==> config.mk <==
export PLATFORM = sky130hd
export DESIGN_NAME = uart_top
export DESIGN_NICKNAME = d
export VERILOG_FILES = /design/src/uart_pkg.sv /design/src/uart_baud_gen.sv /design/src/uart_cfg_regs.sv /design/src/uart_rx.sv /design/src/uart_top.sv /design/src/uart_tx.sv
export SDC_FILE = /design/constraint.sdc
export NUM_CORES = 1
export LEC_CHECK = 0
export BUFFER_PORTS_ARGS = -buffer_cell sky130_fd_sc_hd__buf_2
export CAP_MARGIN = 10
export CELL_PAD_IN_SITES_DETAIL_PLACEMENT = 1
export CELL_PAD_IN_SITES_GLOBAL_PLACEMENT = 1
export CORE_MARGIN = 2
export CORE_UTILIZATION = 50
export CTS_CLUSTER_SIZE = 25
export DETAILED_ROUTE_END_ITERATION = 10
export GPL_TIMING_DRIVEN = 0
export PLACE_DENSITY = 0.91
export SLEW_MARGIN = 15
export SYNTH_ARGS = -nofsm -noshare
export SYNTH_HDL_FRONTEND = slang
export SYNTH_HIERARCHICAL = 1
export SYNTH_SLANG_ARGS = --single-unit
export TNS_END_PERCENT = 10
==> constraint.sdc <==
create_clock -name clk -period 2.8 [get_ports clk]
set_input_delay 0.14 -clock clk [delete_from_list [all_inputs] [get_ports clk]]
set_output_delay 0.14 -clock clk [all_outputs]
set_load 0.005 [all_outputs]
==> src/uart_pkg.sv <==
/*
 * UART shared definitions
 * Divisor and tick-count types, oversampling constants and the
 * state encodings of the transmit and receive machines
 */
package uart_pkg;

    // Tick period is divisor + 1 clk cycles
    typedef logic [15:0] divisor_t;

    typedef logic [3:0] tick_cnt_t;  // Position inside one bit period

    localparam int        OVERSAMPLE = 16;    // Ticks per bit
    localparam tick_cnt_t MID_TICK   = 4'd7;  // Receiver sample point

    // Transmit FSM, one-hot
    typedef enum logic [3:0] {
        TX_IDLE  = 4'b0001,
        TX_START = 4'b0010,
        TX_DATA  = 4'b0100,
        TX_STOP  = 4'b1000
    } tx_state_t;

    // Receive FSM, one-hot
    typedef enum logic [3:0] {
        RX_IDLE  = 4'b0001,
        RX_START = 4'b0010,
        RX_DATA  = 4'b0100,
        RX_STOP  = 4'b1000
    } rx_state_t;

endpackage

==> src/uart_baud_gen.sv <==
`timescale 1ns/100ps

/*
 * Baud tick generator
 * Pulses o_tick for one cycle every i_divisor + 1 clk cycles
 */
module uart_baud_gen
    import uart_pkg::*;
(
    input  logic     clk,
    input  logic     i_rst,
    input  divisor_t i_divisor,
    output logic     o_tick
);

    divisor_t cnt_q;
    divisor_t div_q;   // Divisor seen on the previous cycle
    logic     tick_q;

    always_ff @(posedge clk) begin
        if (i_rst) begin
            cnt_q  <= '0;
            div_q  <= '0;
            tick_q <= 1'b0;
        end else begin
            div_q <= i_divisor;
            if (i_divisor != div_q) begin
                // New rate, restart the period
                cnt_q  <= i_divisor;
                tick_q <= 1'b0;
            end else if (cnt_q == '0) begin
                cnt_q  <= i_divisor;
                tick_q <= 1'b1;
            end else begin
                cnt_q  <= cnt_q - 1'b1;
                tick_q <= 1'b0;
            end
        end
    end

    assign o_tick = tick_q;

    a_tick_single: assert property (@(posedge clk) disable iff (i_rst)
        (o_tick && i_divisor != '0) |=> !o_tick);

endmodule

==> src/uart_cfg_regs.sv <==
`timescale 1ns/100ps

/*
 * UART configuration and status
 * Baud divisor register and sticky framing-error flag
 */
module uart_cfg_regs
    import uart_pkg::*;
#(
    parameter divisor_t RESET_DIVISOR = 16'd26
) (
    input  logic     clk,
    input  logic     i_rst,
    input  logic     i_cfg_we,
    input  divisor_t i_cfg_divisor,
    input  logic     i_frame_err,
    output divisor_t o_divisor,
    output logic     o_frame_err_sticky
);

    divisor_t divisor_q;
    logic     sticky_q;

    always_ff @(posedge clk) begin
        if (i_rst) begin
            divisor_q <= RESET_DIVISOR;
        end else if (i_cfg_we) begin
            divisor_q <= i_cfg_divisor;
        end
    end

    // A new error beats a clearing write in the same cycle
    always_ff @(posedge clk) begin
        if (i_rst) begin
            sticky_q <= 1'b0;
        end else if (i_frame_err) begin
            sticky_q <= 1'b1;
        end else if (i_cfg_we) begin
            sticky_q <= 1'b0;
        end
    end

    assign o_divisor          = divisor_q;
    assign o_frame_err_sticky = sticky_q;

endmodule

==> src/uart_rx.sv <==
`timescale 1ns/100ps

/*
 * UART receiver
 * Synchronizes the line, samples each bit at mid period and checks the
 * stop bit; delivers the word with a one-cycle valid strobe
 */
module uart_rx
    import uart_pkg::*;
#(
    parameter int NB_DATA = 8
) (
    input  logic               clk,
    input  logic               i_rst,
    input  logic               i_tick,
    input  logic               i_rx,
    output logic               o_rx_valid,
    output logic [NB_DATA-1:0] o_rx_data,
    output logic               o_frame_err
);

    localparam int NB_BITCNT = (NB_DATA > 1) ? $clog2(NB_DATA) : 1;

    localparam tick_cnt_t            LAST_TICK = tick_cnt_t'(OVERSAMPLE - 1);
    localparam logic [NB_BITCNT-1:0] LAST_BIT  = NB_BITCNT'(NB_DATA - 1);

    logic rx_meta_q;
    logic rx_sync_q;
    logic rx_prev_q;   // For falling edge detect
    logic rx_fall;

    rx_state_t            state_q, state_d;
    tick_cnt_t            tick_q, tick_d;
    logic [NB_BITCNT-1:0] bit_q, bit_d;
    logic [NB_DATA-1:0]   shift_q, shift_d;
    logic                 bit_end;

    // Two-flop synchronizer, idles high like the line
    always_ff @(posedge clk) begin
        if (i_rst) begin
            rx_meta_q <= 1'b1;
            rx_sync_q <= 1'b1;
            rx_prev_q <= 1'b1;
        end else begin
            rx_meta_q <= i_rx;
            rx_sync_q <= rx_meta_q;
            rx_prev_q <= rx_sync_q;
        end
    end

    assign rx_fall = rx_prev_q && !rx_sync_q;
    assign bit_end = i_tick && (tick_q == LAST_TICK);

    always_ff @(posedge clk) begin
        if (i_rst) begin
            state_q <= RX_IDLE;
            tick_q  <= '0;
            bit_q   <= '0;
        end else begin
            state_q <= state_d;
            tick_q  <= tick_d;
            bit_q   <= bit_d;
        end
    end

    always_ff @(posedge clk) begin
        shift_q <= shift_d;
    end

    always_comb begin
        state_d = state_q;
        tick_d  = tick_q;
        bit_d   = bit_q;
        shift_d = shift_q;

        case (state_q)
            RX_IDLE: begin
                if (rx_fall) begin
                    state_d = RX_START;
                    tick_d  = '0;
                end
            end
            RX_START: begin
                if (i_tick && tick_q == MID_TICK) begin
                    if (rx_sync_q) begin
                        state_d = RX_IDLE;  // Glitch, no start bit
                    end else begin
                        state_d = RX_DATA;
                        tick_d  = '0;
                        bit_d   = '0;
                    end
                end else if (i_tick) begin
                    tick_d = tick_q + 1'b1;
                end
            end
            RX_DATA: begin
                if (bit_end) begin
                    // LSB arrives first, so fill from the top
                    tick_d  = '0;
                    shift_d = {rx_sync_q, shift_q[NB_DATA-1:1]};
                    if (bit_q == LAST_BIT)
                        state_d = RX_STOP;
                    else
                        bit_d = bit_q + 1'b1;
                end else if (i_tick) begin
                    tick_d = tick_q + 1'b1;
                end
            end
            RX_STOP: begin
                if (bit_end)
                    state_d = RX_IDLE;
                else if (i_tick)
                    tick_d = tick_q + 1'b1;
            end
            default: state_d = RX_IDLE;
        endcase
    end

    assign o_rx_valid  = (state_q == RX_STOP) && bit_end;  // Stop-bit sample
    assign o_frame_err = o_rx_valid && !rx_sync_q;
    assign o_rx_data   = shift_q;

    a_err_with_valid: assert property (@(posedge clk) disable iff (i_rst)
        o_frame_err |-> o_rx_valid);

endmodule

==> src/uart_top.sv <==
`timescale 1ns/100ps

/*
 * UART subsystem
 * Configuration registers, shared baud tick, transmitter and receiver
 */
module uart_top
    import uart_pkg::*;
#(
    parameter int       NB_DATA       = 8,
    parameter divisor_t RESET_DIVISOR = 16'd26
) (
    input  logic               clk,
    input  logic               i_rst,
    input  logic               i_cfg_we,
    input  divisor_t           i_cfg_divisor,
    input  logic               i_tx_start,
    input  logic [NB_DATA-1:0] i_tx_data,
    input  logic               i_rx,
    output logic               o_tx,
    output logic               o_tx_done,
    output logic               o_rx_valid,
    output logic [NB_DATA-1:0] o_rx_data,
    output logic               o_frame_err_sticky
);

    divisor_t divisor;
    logic     tick;       // Shared by both directions
    logic     frame_err;

    uart_cfg_regs #(
        .RESET_DIVISOR (RESET_DIVISOR)
    ) cfg_regs_i (
        .clk                (clk),
        .i_rst              (i_rst),
        .i_cfg_we           (i_cfg_we),
        .i_cfg_divisor      (i_cfg_divisor),
        .i_frame_err        (frame_err),
        .o_divisor          (divisor),
        .o_frame_err_sticky (o_frame_err_sticky)
    );

    uart_baud_gen baud_gen_i (
        .clk       (clk),
        .i_rst     (i_rst),
        .i_divisor (divisor),
        .o_tick    (tick)
    );

    uart_tx #(
        .NB_DATA (NB_DATA)
    ) tx_i (
        .clk        (clk),
        .i_rst      (i_rst),
        .i_tick     (tick),
        .i_tx_start (i_tx_start),
        .i_tx_data  (i_tx_data),
        .o_tx       (o_tx),
        .o_tx_done  (o_tx_done)
    );

    uart_rx #(
        .NB_DATA (NB_DATA)
    ) rx_i (
        .clk         (clk),
        .i_rst       (i_rst),
        .i_tick      (tick),
        .i_rx        (i_rx),
        .o_rx_valid  (o_rx_valid),
        .o_rx_data   (o_rx_data),
        .o_frame_err (frame_err)
    );

endmodule

==> src/uart_tx.sv <==
`timescale 1ns/100ps

/*
 * UART transmitter
 * Sends a start bit, NB_DATA data bits LSB first and a stop bit,
 * each bit held for OVERSAMPLE ticks; o_tx_done marks the end of the stop bit
 */
module uart_tx
    import uart_pkg::*;
#(
    parameter int NB_DATA = 8
) (
    input  logic               clk,
    input  logic               i_rst,
    input  logic               i_tick,
    input  logic               i_tx_start,
    input  logic [NB_DATA-1:0] i_tx_data,
    output logic               o_tx,
    output logic               o_tx_done
);

    localparam int NB_BITCNT = (NB_DATA > 1) ? $clog2(NB_DATA) : 1;

    localparam tick_cnt_t            LAST_TICK = tick_cnt_t'(OVERSAMPLE - 1);
    localparam logic [NB_BITCNT-1:0] LAST_BIT  = NB_BITCNT'(NB_DATA - 1);

    tx_state_t            state_q, state_d;
    tick_cnt_t            tick_q, tick_d;
    logic [NB_BITCNT-1:0] bit_q, bit_d;
    logic [NB_DATA-1:0]   shift_q, shift_d;
    logic                 tx_q, tx_d;
    logic                 bit_end;

    assign bit_end = i_tick && (tick_q == LAST_TICK);  // 16th tick of a bit
    assign o_tx    = tx_q;

    always_ff @(posedge clk) begin
        if (i_rst) begin
            state_q <= TX_IDLE;
            tick_q  <= '0;
            bit_q   <= '0;
            tx_q    <= 1'b1;
        end else begin
            state_q <= state_d;
            tick_q  <= tick_d;
            bit_q   <= bit_d;
            tx_q    <= tx_d;
        end
    end

    always_ff @(posedge clk) begin
        shift_q <= shift_d;
    end

    always_comb begin
        state_d   = state_q;
        tick_d    = tick_q;
        bit_d     = bit_q;
        shift_d   = shift_q;
        o_tx_done = 1'b0;

        case (state_q)
            TX_IDLE: begin
                if (i_tx_start) begin  // Start while busy never reaches here
                    state_d = TX_START;
                    tick_d  = '0;
                    shift_d = i_tx_data;
                end
            end
            TX_START: begin
                if (bit_end) begin
                    state_d = TX_DATA;
                    tick_d  = '0;
                    bit_d   = '0;
                end else if (i_tick) begin
                    tick_d = tick_q + 1'b1;
                end
            end
            TX_DATA: begin
                if (bit_end) begin
                    tick_d  = '0;
                    shift_d = shift_q >> 1;
                    if (bit_q == LAST_BIT)
                        state_d = TX_STOP;
                    else
                        bit_d = bit_q + 1'b1;
                end else if (i_tick) begin
                    tick_d = tick_q + 1'b1;
                end
            end
            TX_STOP: begin
                if (bit_end) begin
                    state_d   = TX_IDLE;
                    o_tx_done = 1'b1;
                end else if (i_tick) begin
                    tick_d = tick_q + 1'b1;
                end
            end
            default: state_d = TX_IDLE;
        endcase

        // Line level follows the state being entered
        case (state_d)
            TX_START: tx_d = 1'b0;
            TX_DATA:  tx_d = shift_d[0];
            default:  tx_d = 1'b1;
        endcase
    end

    a_idle_high: assert property (@(posedge clk) disable iff (i_rst)
        (state_q == TX_IDLE) |-> o_tx);

endmodule
==> out/results.ini <==
[logic_synthesis]
yosysTopAreaCellShare_pct = 34.6
flip_flop_and_latch_count_after_synthesis = 92
netlist-cell-type-count = 72
syn_avg_cell_area_um2 = 10.1
synthesis_warning_total = 6
synth-edff-count = 15
synthCells = 439
synth-seq-area-share_pct = 44.7
synth_area_leaders = dfxtp_1 (35%), edfxtp_1 (10%), xor2_1 (4.7%), mux2i_1 (4.3%), nor2_1 (2.8%)
async_flop_share_pct = 0
ys.flop_type = dfxtp_1
post-synth-top-area-cell = dfxtp_1
syn_nets = 476
mappedNetlistArea_um2 = 4450

[floorplanning]
start_util_pct = 51.3
coreArea_um2 = 8680
floorplan.die.width_um = 98.4
fp.dieH_um = 98.4
number_of_cell_rows = 34
dieArea_um2 = 9670
design.portCount = 41

[sta]
transition_time_at_the_pin_with_the_least_slew_margin_ns = 1.12
setup_viol_count_final = 0
rsz0062_at_grt = false
maxSlewViolCount = 0
max_slew_margin_pct = 24.6
finalHoldViolations = 0
period_needed_ns = 2.39
timing.fmax_ghz = 0.418
finalCritPeriodShare_pct = 85.5
hold_slack_ns = 0.00658
worst_clock_skew_ns = 0.0151
setup_total_negative_slack_ns = 0

[route]
detailroute.via_count = 3554
drcViolationCount = 0
avgRoutedWirePerCell_um = 18.4
detail-route-antenna-nets = 0
wirelength_um = 11200
iteration_0_drc_markers = 97
first_pass_iters = 4
via_per_inst = 5.85

[clock_tree]
cts_setup_buffers = 0
cts_buffers = 9
clock_latency_ns = 0.37
htreeDepth = 3
cts_root_buf = clkbuf_8
cts_tree = yes
cts.reportedPaths.clkPinSlew_ns = 0.10
clockBufferDepth = 2
clock-sinks = 92

[grt]
overflow = 0
grt_start_max_net_pins = 18
initial_antenna_violation_count = 0
grtUsageTotal_pct = 24.6
grt_pass1_wl_um = 19300
first_global_vias = 3963

[hold_path]
path_type_of_the_worst_min_delay_path = in -> reg
min_path_cells = 3

[worst_setup_path]
crit_chain = nor3_1, nand2_1, nor3_4, clkbuf_1, o21ai_0, o31ai_2
critPathKind = reg -> reg
ff2ff_path_depth = 6
timing.critical_path.slowest_cell_delay_ns = 0.60
critPathLaunchType = flip-flop
worst_ep_required_time_ns = 3.08
worst-endpoint-arrival_ns = 2.67
critPathCaptureType = flip-flop
worst_path_max_fanout = 10
slowest_library_cell_on_the_worst_path = nor3_1

[job]
max-cap-violations = 0

[layout]
diodes = 0
design_area_um2 = 5030
num-fill-cells = 1021
instances_no_fill = 608
utilization_pct = 58.0
post_route_cells_drive_above_1_share_pct = 22.2
area_growth_syn_to_layout_pct = 13.1
nets = 532

[outcome]
run_status = complete, no violations

[power_and_ir_drop]
leak_pwr_uw = 0.00199
power_per_cell_area_nw_per_um2 = 556
power.ir.vdd_worst_mv = 0.330

[placement]
routabilityCongestion = 0.830
placement.cell_area_um2 = 4790
port-buffer-count = 40
dpl.hpwl_um = 7880
place_inst = 587

-- cells by family after synthesis --
kind of cell | count (synthesis) | share of synthesized area, %
xor+xnor | 32 | 6.30
buf+inv | 40 | 5.00
fa+ha+maj | 8 | 2.25
simple gates | 164 | 23.2
flops | 92 | 44.7
mux | 19 | 4.27
compound gates | 84 | 14.2
-- timing repair --
item	4_1_cts	5_1_grt
gates resized for setup	0	0
endpoints found under the hold margin	5	0
hold buffers	5	0
-- power by group --
part | leakage [uW] | switching (uW) | internal [uW] | total [uW]
clock network | 0.000102 | 492 | 423 | 915
logic | 0.00112 | 244 | 187 | 432
registers | 0.000771 | 49.5 | 1410 | 1450
-- worst paths after layout --
| kind | to | startpoint | slack [ns] |
|---|---|---|---|
| worst max-delay path | baud_gen_i/cnt_q[8]$_SDFF_PP0_ | baud_gen_i/cnt_q[8]$_SDFF_PP0_ | 0.41 |
| worst min-delay path | cfg_regs_i/o_divisor[9]$_SDFFE_PP0P_ | i_cfg_divisor[9] | 0.007 |
| worst min register to register | rx_i/rx_sync_q$_SDFF_PP1_ | rx_i/rx_meta_q$_SDFF_PP1_ | 0.43 |
| worst max register to register | baud_gen_i/cnt_q[8]$_SDFF_PP0_ | baud_gen_i/cnt_q[8]$_SDFF_PP0_ | 0.41 |
-- metrics by stage --
stage / worst slack [ns] / total power [uW]
2_1_floorplan: 1.01 / 1780
3_3_place_gp: 0.739 / 1870
3_5_place_dp: 0.535 / 1900
4_1_cts: 0.455 / 2810
5_1_grt: 0.210 / 2920
6_report: 0.405 / 2800
-- synth_stat cells, types with 3 or more instances --
library cell	count
inv_1	15
nand2b_1	7
or4b_1	3
o21ai_0	18
ha_1	8
nor4b_2	3
nor4_2	4
mux2i_1	19
xor2_1	24
o31ai_2	9
clkbuf_1	4
a21oi_1	11
or2_2	3
a211o_1	3
nand2_1	19
nand3b_1	4
o211ai_1	5
buf_2	12
or4b_4	3
a31oi_1	4
xnor2_1	8
nor2b_1	18
a211oi_1	5
edfxtp_1	15
nor4b_1	4
nand3_1	13
nor3_1	14
nand4_1	6
buf_6	3
nor2_1	33
a22o_1	7
nor3b_1	3
dfxtp_1	77
or3_1	3
-- per-layer routing --
layer	up-vias	global-route usage (%)	wire length (um)
li1	1707	-	-
met1	1763	28.0	4600
met2	60	46.3	6040
met3	24	3.36	276
met4	0	9.27	264
met5	-	0	0
-- critical path: cells and delay by family, from the launching register on --
kind,cells,cell delay (ns)
simple gates,3,1.25
buf+inv,1,0.39
flops,1,0.35
compound gates,2,0.33
-- layout make-up --
class | instances | area (um2) | share of cell area [%]
buffer | 25 | 166 | 3.31
clock buffer | 10 | 128 | 2.53
clock inverter | 6 | 70.1 | 1.39
inverter | 15 | 56.3 | 1.12
multi-input combinational | 307 | 2240 | 44.4
sequential | 92 | 1990 | 39.6
tap | 108 | 135 | 2.68
timing repair buffer | 45 | 250 | 4.97
-- sequential cells by signal, summed over array words and instances (netlist names), 3 cells and up --
signal and count:
baud_gen_i/cnt_q 16, rx_i/bit_q 3, rx_i/tick_q 4, cfg_regs_i/o_divisor 16, tx_i/bit_q 3, rx_i/state_q 4, baud_gen_i/div_q 16, tx_i/tick_q 4
rx_i/o_rx_data 8, tx_i/shift_q 8, tx_i/state_q 4
-- cell usage in the layout, fill, tap and decap left out, drive strengths merged, types with 3 or more instances in the layout --
cell and n:
nor2b 18, nand3 13, ha 8, or2 7, a22o 7, clkbuf 14
o211ai 5, a211o 3, nor2 33, o31ai 11, nor4 6, or3 3
or4b 6, a21oi 12, buf 61, nor4b 7, xnor2 8, dfxtp 77
o21ai 22, a211oi 6, mux2i 19, inv 18, nor3 17, nand2b 7
dlygate4sd3 5, nor3b 5, nand2 19, a31oi 4, nand4 7, xor2 24
edfxtp 15, nand3b 4
No activity file was read; power rests on OpenSTA's default activity.
